--- config.mk ---
export PLATFORM = sky130hd
export DESIGN_NAME = mini_rv_top
export DESIGN_NICKNAME = d
export VERILOG_FILES = /design/src/mini_rv_pkg.sv /design/src/alu_execute.sv /design/src/axi_lite_master.sv /design/src/core_sequencer.sv /design/src/instr_decoder.sv /design/src/io_delay_line.sv /design/src/mini_rv_top.sv /design/src/result_writeback.sv
export SDC_FILE = /design/constraint.sdc
export NUM_CORES = 2
export LEC_CHECK = 0
export BUFFER_PORTS_ARGS = -buffer_cell sky130_fd_sc_hd__buf_2
export CAP_MARGIN = 10
export CELL_PAD_IN_SITES_DETAIL_PLACEMENT = 0
export CELL_PAD_IN_SITES_GLOBAL_PLACEMENT = 1
export CORE_ASPECT_RATIO = 1.2
export CORE_MARGIN = 1.5
export CORE_UTILIZATION = 40
export CTS_CLUSTER_SIZE = 24
export DETAILED_ROUTE_END_ITERATION = 12
export PLACE_DENSITY_LB_ADDON = 0.08
export SYNTH_ARGS = -nofsm -noshare
export SYNTH_HDL_FRONTEND = slang
export SYNTH_SLANG_ARGS = --single-unit
--- constraint.sdc ---
create_clock -name clk -period 8.95 [get_ports clk]
set_input_delay 0.895 -clock clk [delete_from_list [all_inputs] [get_ports clk]]
set_output_delay 0.895 -clock clk [all_outputs]
set_load 0.005 [all_outputs]
--- src/mini_rv_pkg.sv ---
package mini_rv_pkg;

	typedef logic [31:0] xlen_t;
	typedef logic [31:0] addr_t;
	typedef logic [3:0] strb_t;
	typedef logic [4:0] reg_idx_t;

	typedef enum logic [2:0] {
		ALU_ADD,
		ALU_SUB,
		ALU_AND,
		ALU_OR,
		ALU_XOR,
		ALU_PASS_B
	} alu_op_t;

	typedef enum logic [1:0] {
		MEM_NONE,
		MEM_LW,
		MEM_SW,
		MEM_SB
	} mem_op_t;

	// register format, also used for the I, U and J immediates
	typedef struct packed {
		logic [6:0] funct7;
		reg_idx_t rs2;
		reg_idx_t rs1;
		logic [2:0] funct3;
		reg_idx_t rd;
		logic [6:0] opcode;
	} r_view_t;

	// store/branch format, immediate split around the source fields
	typedef struct packed {
		logic [6:0] imm_hi;
		reg_idx_t rs2;
		reg_idx_t rs1;
		logic [2:0] funct3;
		logic [4:0] imm_lo;
		logic [6:0] opcode;
	} s_view_t;

	typedef union packed {
		r_view_t r_view;
		s_view_t s_view;
	} instr_u;

	localparam logic [6:0] OPC_OP = 7'b0110011;
	localparam logic [6:0] OPC_OPIMM = 7'b0010011;
	localparam logic [6:0] OPC_LUI = 7'b0110111;
	localparam logic [6:0] OPC_LOAD = 7'b0000011;
	localparam logic [6:0] OPC_STORE = 7'b0100011;
	localparam logic [6:0] OPC_BRANCH = 7'b1100011;
	localparam logic [6:0] OPC_JAL = 7'b1101111;
	localparam logic [6:0] OPC_SYSTEM = 7'b1110011;

endpackage

--- src/alu_execute.sv ---
`timescale 1ns/1ps

module alu_execute (
	input  mini_rv_pkg::alu_op_t alu_op,
	input  logic use_imm,
	input  logic is_branch,
	input  logic branch_ne,
	input  logic is_jal,
	input  mini_rv_pkg::xlen_t rs1_val,
	input  mini_rv_pkg::xlen_t rs2_val,
	input  mini_rv_pkg::xlen_t imm,
	input  mini_rv_pkg::addr_t pc,
	output mini_rv_pkg::xlen_t alu_result,
	output mini_rv_pkg::addr_t next_pc,
	output mini_rv_pkg::addr_t mem_addr,
	output mini_rv_pkg::xlen_t link_val
);
	import mini_rv_pkg::*;

	xlen_t operand_b;
	addr_t pc_plus4;
	addr_t target;
	logic taken;

	assign operand_b = use_imm ? imm : rs2_val;

	always_comb begin
		case (alu_op)
			ALU_ADD: alu_result = rs1_val + operand_b;
			ALU_SUB: alu_result = rs1_val - operand_b;
			ALU_AND: alu_result = rs1_val & operand_b;
			ALU_OR: alu_result = rs1_val | operand_b;
			ALU_XOR: alu_result = rs1_val ^ operand_b;
			ALU_PASS_B: alu_result = operand_b;
			default: alu_result = '0;
		endcase
	end

	// loads and stores both use rs1 plus the decoded offset
	assign mem_addr = rs1_val + imm;

	// ----------------------------------------------------------------------
	// next pc
	// ----------------------------------------------------------------------
	assign pc_plus4 = pc + 32'd4;
	// branch and jal offsets are both pc relative
	assign target = pc + imm;
	assign taken = is_branch && ((rs1_val == rs2_val) != branch_ne);
	assign next_pc = (is_jal || taken) ? target : pc_plus4;
	assign link_val = pc_plus4;

endmodule

--- src/axi_lite_master.sv ---
`timescale 1ns/1ps

module axi_lite_master (
	input  logic clk,
	input  logic rst,
	input  logic req,
	input  logic req_write,
	input  mini_rv_pkg::addr_t req_addr,
	input  mini_rv_pkg::xlen_t req_wdata,
	input  mini_rv_pkg::strb_t req_strb,
	output logic done,
	output mini_rv_pkg::xlen_t rdata,
	output logic awvalid,
	input  logic awready,
	output mini_rv_pkg::addr_t awaddr,
	output logic wvalid,
	input  logic wready,
	output mini_rv_pkg::xlen_t wdata,
	output mini_rv_pkg::strb_t wstrb,
	input  logic bvalid,
	output logic bready,
	output logic arvalid,
	input  logic arready,
	output mini_rv_pkg::addr_t araddr,
	input  logic rvalid,
	output logic rready,
	input  mini_rv_pkg::xlen_t axi_rdata
);
	localparam logic [1:0] ST_IDLE = 2'd0;
	localparam logic [1:0] ST_ADDR = 2'd1;
	localparam logic [1:0] ST_RESP = 2'd2;

	logic [1:0] state;
	logic aw_pending;
	logic w_pending;

	// still waiting on that channel after this edge
	assign aw_pending = awvalid && !awready;
	assign w_pending = wvalid && !wready;

	always_ff @(posedge clk) begin
		if (rst) begin
			state <= ST_IDLE;
			awvalid <= 1'b0;
			wvalid <= 1'b0;
			bready <= 1'b0;
			arvalid <= 1'b0;
			rready <= 1'b0;
			done <= 1'b0;
		end else begin
			done <= 1'b0;
			case (state)
				ST_IDLE: begin
					if (req) begin
						if (req_write) begin
							awvalid <= 1'b1;
							wvalid <= 1'b1;
							awaddr <= req_addr;
							wdata <= req_wdata;
							wstrb <= req_strb;
						end else begin
							arvalid <= 1'b1;
							araddr <= req_addr;
						end
						state <= ST_ADDR;
					end
				end
				ST_ADDR: begin
					if (arvalid) begin
						if (arready) begin
							arvalid <= 1'b0;
							rready <= 1'b1;
							state <= ST_RESP;
						end
					end else begin
						// aw and w may be accepted in either order
						if (awready) begin
							awvalid <= 1'b0;
						end
						if (wready) begin
							wvalid <= 1'b0;
						end
						if (!aw_pending && !w_pending) begin
							bready <= 1'b1;
							state <= ST_RESP;
						end
					end
				end
				ST_RESP: begin
					if (bready && bvalid) begin
						bready <= 1'b0;
						done <= 1'b1;
						state <= ST_IDLE;
					end
					if (rready && rvalid) begin
						rready <= 1'b0;
						rdata <= axi_rdata;
						done <= 1'b1;
						state <= ST_IDLE;
					end
				end
				default: state <= ST_IDLE;
			endcase
		end
	end

endmodule

--- src/core_sequencer.sv ---
`timescale 1ns/1ps

module core_sequencer #(
	parameter mini_rv_pkg::addr_t RESET_PC = '0
) (
	input  logic clk,
	input  logic rst,
	input  logic done,
	input  mini_rv_pkg::xlen_t rdata,
	input  logic illegal,
	input  mini_rv_pkg::mem_op_t mem_op,
	input  mini_rv_pkg::addr_t mem_addr,
	input  mini_rv_pkg::xlen_t rs2_val,
	input  mini_rv_pkg::addr_t next_pc,
	input  logic wb_valid,
	output logic req,
	output logic req_write,
	output mini_rv_pkg::addr_t req_addr,
	output mini_rv_pkg::xlen_t req_wdata,
	output mini_rv_pkg::strb_t req_strb,
	output mini_rv_pkg::instr_u instr,
	output mini_rv_pkg::addr_t pc,
	output logic wb_en,
	output logic wb_sel_load,
	output logic wb_sel_link,
	output mini_rv_pkg::xlen_t load_data,
	output logic trap
);
	import mini_rv_pkg::*;

	localparam logic [2:0] S_FETCH = 3'd0;
	localparam logic [2:0] S_FETCH_WAIT = 3'd1;
	localparam logic [2:0] S_EXEC = 3'd2;
	localparam logic [2:0] S_MEM = 3'd3;
	localparam logic [2:0] S_WB = 3'd4;
	localparam logic [2:0] S_TRAP = 3'd5;

	logic [2:0] state;

	assign wb_en = (state == S_WB) && wb_valid;
	assign wb_sel_load = (mem_op == MEM_LW);
	assign wb_sel_link = (instr.r_view.opcode == OPC_JAL);

	always_ff @(posedge clk) begin
		if (rst) begin
			state <= S_FETCH;
			pc <= RESET_PC;
			req <= 1'b0;
			trap <= 1'b0;
		end else begin
			req <= 1'b0;
			case (state)
				// only entered from reset, later fetches start in write-back
				S_FETCH: begin
					req <= 1'b1;
					req_write <= 1'b0;
					req_addr <= pc;
					state <= S_FETCH_WAIT;
				end
				S_FETCH_WAIT: begin
					if (done) begin
						instr <= rdata;
						state <= S_EXEC;
					end
				end
				S_EXEC: begin
					if (illegal) begin
						trap <= 1'b1;
						state <= S_TRAP;
					end else if (mem_op != MEM_NONE) begin
						req <= 1'b1;
						req_write <= (mem_op != MEM_LW);
						req_addr <= mem_addr;
						if (mem_op == MEM_SB) begin
							// byte goes to its lane, one strobe bit
							req_wdata <= xlen_t'(rs2_val[7:0]) << {mem_addr[1:0], 3'b000};
							req_strb <= 4'b0001 << mem_addr[1:0];
						end else begin
							req_wdata <= rs2_val;
							req_strb <= 4'b1111;
						end
						state <= S_MEM;
					end else begin
						state <= S_WB;
					end
				end
				S_MEM: begin
					if (done) begin
						load_data <= rdata;
						state <= S_WB;
					end
				end
				S_WB: begin
					pc <= next_pc;
					req <= 1'b1;
					req_write <= 1'b0;
					req_addr <= next_pc;
					state <= S_FETCH_WAIT;
				end
				// S_TRAP holds here until reset
				default: begin
					trap <= 1'b1;
					state <= S_TRAP;
				end
			endcase
		end
	end

endmodule

--- src/instr_decoder.sv ---
`timescale 1ns/1ps

module instr_decoder (
	input  mini_rv_pkg::instr_u instr,
	output mini_rv_pkg::reg_idx_t rs1,
	output mini_rv_pkg::reg_idx_t rs2,
	output mini_rv_pkg::reg_idx_t rd,
	output mini_rv_pkg::xlen_t imm,
	output mini_rv_pkg::alu_op_t alu_op,
	output logic use_imm,
	output mini_rv_pkg::mem_op_t mem_op,
	output logic is_branch,
	output logic branch_ne,
	output logic is_jal,
	output logic wb_valid,
	output logic illegal
);
	import mini_rv_pkg::*;

	xlen_t imm_i;
	xlen_t imm_s;
	xlen_t imm_b;
	xlen_t imm_u;
	xlen_t imm_j;

	assign rs1 = instr.r_view.rs1;
	assign rs2 = instr.r_view.rs2;
	assign rd = instr.r_view.rd;

	// ----------------------------------------------------------------------
	// immediates
	// ----------------------------------------------------------------------
	assign imm_i = {{20{instr.r_view.funct7[6]}}, instr.r_view.funct7, instr.r_view.rs2};
	assign imm_u = {instr.r_view.funct7, instr.r_view.rs2, instr.r_view.rs1,
		instr.r_view.funct3, 12'b0};
	assign imm_j = {{11{instr.r_view.funct7[6]}}, instr.r_view.funct7[6], instr.r_view.rs1,
		instr.r_view.funct3, instr.r_view.rs2[0], instr.r_view.funct7[5:0],
		instr.r_view.rs2[4:1], 1'b0};
	// S and B share the split layout
	assign imm_s = {{20{instr.s_view.imm_hi[6]}}, instr.s_view.imm_hi, instr.s_view.imm_lo};
	assign imm_b = {{19{instr.s_view.imm_hi[6]}}, instr.s_view.imm_hi[6], instr.s_view.imm_lo[0],
		instr.s_view.imm_hi[5:0], instr.s_view.imm_lo[4:1], 1'b0};

	// ----------------------------------------------------------------------
	// control fields
	// ----------------------------------------------------------------------
	always_comb begin
		imm = imm_i;
		alu_op = ALU_ADD;
		use_imm = 1'b0;
		mem_op = MEM_NONE;
		is_branch = 1'b0;
		branch_ne = 1'b0;
		is_jal = 1'b0;
		wb_valid = 1'b0;
		illegal = 1'b0;
		case (instr.r_view.opcode)
			OPC_OP: begin
				wb_valid = 1'b1;
				case ({instr.r_view.funct7, instr.r_view.funct3})
					{7'b0000000, 3'b000}: alu_op = ALU_ADD;
					{7'b0100000, 3'b000}: alu_op = ALU_SUB;
					{7'b0000000, 3'b111}: alu_op = ALU_AND;
					{7'b0000000, 3'b110}: alu_op = ALU_OR;
					{7'b0000000, 3'b100}: alu_op = ALU_XOR;
					default: illegal = 1'b1;
				endcase
			end
			OPC_OPIMM: begin
				use_imm = 1'b1;
				wb_valid = 1'b1;
				illegal = (instr.r_view.funct3 != 3'b000);
			end
			OPC_LUI: begin
				imm = imm_u;
				alu_op = ALU_PASS_B;
				use_imm = 1'b1;
				wb_valid = 1'b1;
			end
			OPC_LOAD: begin
				mem_op = MEM_LW;
				wb_valid = 1'b1;
				illegal = (instr.r_view.funct3 != 3'b010);
			end
			OPC_STORE: begin
				imm = imm_s;
				case (instr.s_view.funct3)
					3'b010: mem_op = MEM_SW;
					3'b000: mem_op = MEM_SB;
					default: illegal = 1'b1;
				endcase
			end
			OPC_BRANCH: begin
				imm = imm_b;
				is_branch = 1'b1;
				branch_ne = instr.s_view.funct3[0];
				illegal = (instr.s_view.funct3[2:1] != 2'b00);
			end
			OPC_JAL: begin
				imm = imm_j;
				is_jal = 1'b1;
				wb_valid = 1'b1;
			end
			// ebreak; ecall and csr access are not supported either
			OPC_SYSTEM: illegal = 1'b1;
			default: illegal = 1'b1;
		endcase
	end

endmodule

--- src/io_delay_line.sv ---
`timescale 1ns/1ps

module io_delay_line #(
	parameter int WIDTH = 1,
	parameter int DEPTH = 4
) (
	input  logic clk,
	input  logic [WIDTH-1:0] din,
	output logic [WIDTH-1:0] dout
);
	logic [WIDTH-1:0] stage [DEPTH];

	always_ff @(posedge clk) begin
		stage[0] <= din;
		for (int i = 1; i < DEPTH; i++) begin
			stage[i] <= stage[i-1];
		end
	end

	assign dout = stage[DEPTH-1];

endmodule

--- src/mini_rv_top.sv ---
`timescale 1ns/1ps

module mini_rv_top #(
	parameter mini_rv_pkg::addr_t RESET_PC = '0,
	parameter int DELAY_STAGES = 4
) (
	input  logic clk,
	input  logic rst,
	output logic trap,
	output logic awvalid,
	output mini_rv_pkg::addr_t awaddr,
	input  logic awready,
	output logic wvalid,
	output mini_rv_pkg::xlen_t wdata,
	output mini_rv_pkg::strb_t wstrb,
	input  logic wready,
	input  logic bvalid,
	output logic bready,
	output logic arvalid,
	output mini_rv_pkg::addr_t araddr,
	input  logic arready,
	input  logic rvalid,
	input  mini_rv_pkg::xlen_t rdata,
	output logic rready
);
	import mini_rv_pkg::*;

	// core side of the pins
	logic core_rst;
	logic core_trap;
	logic core_awvalid;
	addr_t core_awaddr;
	logic core_awready;
	logic core_wvalid;
	xlen_t core_wdata;
	strb_t core_wstrb;
	logic core_wready;
	logic core_bvalid;
	logic core_bready;
	logic core_arvalid;
	addr_t core_araddr;
	logic core_arready;
	logic core_rvalid;
	xlen_t core_rdata;
	logic core_rready;

	// between the core blocks
	instr_u instr;
	reg_idx_t rs1;
	reg_idx_t rs2;
	reg_idx_t rd;
	xlen_t imm;
	alu_op_t alu_op;
	mem_op_t mem_op;
	logic use_imm;
	logic is_branch;
	logic branch_ne;
	logic is_jal;
	logic wb_valid;
	logic illegal;
	xlen_t rs1_val;
	xlen_t rs2_val;
	xlen_t alu_result;
	xlen_t link_val;
	xlen_t load_data;
	addr_t next_pc;
	addr_t mem_addr;
	addr_t pc;
	logic wb_en;
	logic wb_sel_load;
	logic wb_sel_link;
	logic req;
	logic req_write;
	addr_t req_addr;
	xlen_t req_wdata;
	strb_t req_strb;
	logic done;
	xlen_t bus_rdata;

	// ----------------------------------------------------------------------
	// registered pins
	// ----------------------------------------------------------------------
	io_delay_line #( 1, DELAY_STAGES) dl_rst     (clk, rst,          core_rst);
	io_delay_line #( 1, DELAY_STAGES) dl_trap    (clk, core_trap,    trap);
	io_delay_line #( 1, DELAY_STAGES) dl_awvalid (clk, core_awvalid, awvalid);
	io_delay_line #(32, DELAY_STAGES) dl_awaddr  (clk, core_awaddr,  awaddr);
	io_delay_line #( 1, DELAY_STAGES) dl_awready (clk, awready,      core_awready);
	io_delay_line #( 1, DELAY_STAGES) dl_wvalid  (clk, core_wvalid,  wvalid);
	io_delay_line #(32, DELAY_STAGES) dl_wdata   (clk, core_wdata,   wdata);
	io_delay_line #( 4, DELAY_STAGES) dl_wstrb   (clk, core_wstrb,   wstrb);
	io_delay_line #( 1, DELAY_STAGES) dl_wready  (clk, wready,       core_wready);
	io_delay_line #( 1, DELAY_STAGES) dl_bvalid  (clk, bvalid,       core_bvalid);
	io_delay_line #( 1, DELAY_STAGES) dl_bready  (clk, core_bready,  bready);
	io_delay_line #( 1, DELAY_STAGES) dl_arvalid (clk, core_arvalid, arvalid);
	io_delay_line #(32, DELAY_STAGES) dl_araddr  (clk, core_araddr,  araddr);
	io_delay_line #( 1, DELAY_STAGES) dl_arready (clk, arready,      core_arready);
	io_delay_line #( 1, DELAY_STAGES) dl_rvalid  (clk, rvalid,       core_rvalid);
	io_delay_line #(32, DELAY_STAGES) dl_rdata   (clk, rdata,        core_rdata);
	io_delay_line #( 1, DELAY_STAGES) dl_rready  (clk, core_rready,  rready);

	// ----------------------------------------------------------------------
	// core
	// ----------------------------------------------------------------------
	core_sequencer #(
		.RESET_PC(RESET_PC)
	) core_sequencer_inst (
		.clk, .rst(core_rst), .done, .rdata(bus_rdata),
		.illegal, .mem_op, .mem_addr, .rs2_val, .next_pc, .wb_valid,
		.req, .req_write, .req_addr, .req_wdata, .req_strb,
		.instr, .pc, .wb_en, .wb_sel_load, .wb_sel_link, .load_data,
		.trap(core_trap)
	);

	instr_decoder instr_decoder_inst (
		.instr, .rs1, .rs2, .rd, .imm, .alu_op, .use_imm, .mem_op,
		.is_branch, .branch_ne, .is_jal, .wb_valid, .illegal
	);

	alu_execute alu_execute_inst (
		.alu_op, .use_imm, .is_branch, .branch_ne, .is_jal,
		.rs1_val, .rs2_val, .imm, .pc,
		.alu_result, .next_pc, .mem_addr, .link_val
	);

	result_writeback result_writeback_inst (
		.clk, .rst(core_rst), .rs1, .rs2, .rd,
		.wb_en, .wb_sel_load, .wb_sel_link,
		.alu_result, .link_val, .load_data, .rs1_val, .rs2_val
	);

	axi_lite_master axi_lite_master_inst (
		.clk, .rst(core_rst),
		.req, .req_write, .req_addr, .req_wdata, .req_strb,
		.done, .rdata(bus_rdata),
		.awvalid(core_awvalid), .awready(core_awready), .awaddr(core_awaddr),
		.wvalid(core_wvalid), .wready(core_wready),
		.wdata(core_wdata), .wstrb(core_wstrb),
		.bvalid(core_bvalid), .bready(core_bready),
		.arvalid(core_arvalid), .arready(core_arready), .araddr(core_araddr),
		.rvalid(core_rvalid), .rready(core_rready), .axi_rdata(core_rdata)
	);

endmodule

--- src/result_writeback.sv ---
`timescale 1ns/1ps

module result_writeback (
	input  logic clk,
	input  logic rst,
	input  mini_rv_pkg::reg_idx_t rs1,
	input  mini_rv_pkg::reg_idx_t rs2,
	input  mini_rv_pkg::reg_idx_t rd,
	input  logic wb_en,
	input  logic wb_sel_load,
	input  logic wb_sel_link,
	input  mini_rv_pkg::xlen_t alu_result,
	input  mini_rv_pkg::xlen_t link_val,
	input  mini_rv_pkg::xlen_t load_data,
	output mini_rv_pkg::xlen_t rs1_val,
	output mini_rv_pkg::xlen_t rs2_val
);
	import mini_rv_pkg::*;

	// x0 has no storage
	xlen_t regs [1:31];
	xlen_t wb_data;

	always_comb begin
		if (wb_sel_load) begin
			wb_data = load_data;
		end else if (wb_sel_link) begin
			wb_data = link_val;
		end else begin
			wb_data = alu_result;
		end
	end

	always_ff @(posedge clk) begin
		if (rst) begin
			for (int i = 1; i < 32; i++) begin
				regs[i] <= '0;
			end
		end else if (wb_en && rd != '0) begin
			regs[rd] <= wb_data;
		end
	end

	assign rs1_val = (rs1 == '0) ? '0 : regs[rs1];
	assign rs2_val = (rs2 == '0) ? '0 : regs[rs2];

endmodule

==> results_dict.tcl <==
set metrics [dict create \
    nets 6694 \
    cap_violations 0 \
    fin_skew_ps 35.4 \
    fill_cells 19100 \
    relSlewSlack_pct 19.9 \
    cts_tree "yes" \
    fin_tns_setup_ps 0 \
    cp-start-kind "register" \
    cp.arrival_ps 8930 \
    synth_common_cells "edfxtp_1 (1289), nor2_1 (1153), dfxtp_1 (631)" \
    worstSkewPairLatency_ps 890 \
    antenna_found_initial 3 \
    via_count 55600 \
    cts_max_level 4 \
    antenna_left 0 \
    drc_errors 0 \
    die_y_um 507 \
    synth_top_area_share_pct 45.7 \
    cp_data_required_time_ps 9670 \
    crit_type "reg -> reg" \
    cts-buffers-inserted 194 \
    power_leakage_nw 36.3 \
    clk_path_buf_depth 3 \
    port_buffers 144 \
    drv_slew 0 \
    clk_pin_slew_worst_paths_ps 70 \
    avgSynthCellArea_um2 13.4 \
    peakVddDrop_v 0.000152 \
    dieArea_um2 215000 \
    yosysUniqueCellTypes 95 \
    stdcell_count 9451 \
    initial_utilization_pct 40.4 \
    drive_above_1_share_pct 21.2 \
    min_period_over_period_pct 91.7 \
    slowest_delay_ps 1010 \
    cts_sinks 1920 \
    cp_common_cell "a31oi_1" \
    fp.dieW_um 423 \
    worstPathMaxFanout 41 \
    path_delay_family "compound AO/OA/AOI/OAI gates" \
    rsz0062_at_grt "false" \
    cellPowerDensity_nw_per_um2 197 \
    netlist_top_cells_area "edfxtp_1 (46%), dfxtp_1 (15%), mux4_2 (13%), nor2_1 (5.1%), ha_1 (2.3%)" \
    async_flop_share_pct 0 \
    synth_edf_count 1289 \
    fmax_mhz 122 \
    overflow 0 \
    rows 184 \
    dp_hpwl_um 206000 \
    grt_pass1_vias 56200 \
    grt_pass1_wl_um 426000 \
    routedWlPerCell_um 32.3 \
    synthToLayoutAreaGrowth_pct 13.4 \
    gp_congestion 0.948 \
    netlist_area_um2 84700 \
    initialDrtViolationCount 5470 \
    routed_via_density 5.88 \
    yosys.area.top_type "edfxtp_1" \
    first_pass_iters 6 \
    place_inst 9087 \
    hp-class "in -> reg" \
    io_pins 145 \
    crit_slowest_cell "dfxtp_4" \
    ys.flop_type "edfxtp_1" \
    synthMostInstantiatedCell "edfxtp_1" \
    hp-start "rdata[18]" \
    worst_pin_slew_ps 1200 \
    ys_ff_latch 1920 \
    endpoint_kind "register" \
    wl_um 305000 \
    post_cts_buffers 0 \
    fp.coreArea_um2 210000 \
    fin_crit_ps 8210 \
    synthesis.instances 6340 \
    root_buffer "clkbuf_16" \
    ctsResizeCount 0 \
    hold_buffers 0 \
    finalHoldViolations 0 \
    yosysWarnings 0 \
    grt_usage_pct 28.2 \
    setup_viol 0 \
    outcome "finished clean" \
    grt_max_degree 55 \
    crit_buf_inv 4 \
    synth_seq_area_share_pct 60.6 \
]
-- placed cells by master, fill, tap and decap left out, types with 59 or more instances in the layout --
master | Yosys | layout
a211oi_1 | 71 | 69
a21oi_1 | 248 | 236
a22oi_1 | 85 | 83
buf_2 | 74 | 145
buf_4 | 45 | 242
clkbuf_16 | 0 | 205
dfxtp_1 | 631 | 621
edfxtp_1 | 1289 | 1289
ha_1 | 159 | 159
inv_1 | 147 | 146
mux2i_1 | 179 | 176
mux4_2 | 498 | 498
nand2_1 | 315 | 273
nand3_1 | 80 | 70
nor2_1 | 1153 | 1148
nor3_1 | 63 | 59
o21ai_0 | 129 | 129
o22ai_1 | 59 | 59
xnor2_1 | 104 | 104
xor2_1 | 62 | 62
-- stage by stage --
step                instance area [um^2]  util [%]  setup slack [ps]  hold slack (ps)  power, mW
finish                             96100      45.8               744              112       19.0
global route                       96100      45.8               487             74.8       19.5
CTS                                96100      45.8               888             50.7       19.1
detailed placement                 89500      42.6               955              312       10.8
global placement                   89500      42.6               823              310       10.8
floorplan                          84800         -              2140              310       10.4
-- registers in the layout, summed over array words and instances (netlist names), 128 cells and up, named ones only --
| register | cells |
|---|---|
| dl_araddr.stage | 128 |
| result_writeback_inst.regs | 1024 |
| dl_awaddr.stage | 128 |
| dl_wdata.stage | 128 |
| dl_rdata.stage | 128 |
-- where the power goes --
| group | switching, mW | internal, mW |
|---|---|---|
| registers | 0.113 | 9.68 |
| clock network | 3.66 | 4.72 |
| logic | 0.545 | 0.251 |
| total | 4.32 | 14.7 |
-- path summary, 6_finish.rpt --
path,cells past startpoint,slack [ps],endpoint
max,25,740,result_writeback_inst.regs[31][31]
min,1,110,dl_rdata.stage[0][18]
max reg2reg,25,740,result_writeback_inst.regs[31][31]
min reg2reg,0,310,dl_wdata.stage[1][13]
-- routing by layer --
layer | track usage (%) | part of all wire (%)
met4 | 13.7 | 5.3
met1 | 33.9 | 38
met5 | 0 | 0
met3 | 4.02 | 6.3
met2 | 49.3 | 51
-- kinds of logic (layout without fill, tap and decap cells) --
kind of cell	count (synthesis)	in the layout	share of synthesized area, %
fa+ha+maj	162	162	2.42
mux	698	698	15.6
simple gates	1869	1869	9.41
compound gates	895	895	6.88
buf+inv	629	917	3.34
flops	1920	1920	60.6
xor+xnor	166	166	1.72
other cells	1	34	0.00443
-- cell type report --
class	count	area, um^2	area share (%)
sequential	1920	51400	53.5
multi-input combinational	3822	31200	32.5
clock buffer	256	5420	5.64
tap	2790	3490	3.63
timing repair buffer	404	2880	3.00
clock inverter	106	1150	1.20
inverter	151	568	0.591
antenna	2	5.00	0.00521
No activity file was read; power rests on OpenSTA's default activity.
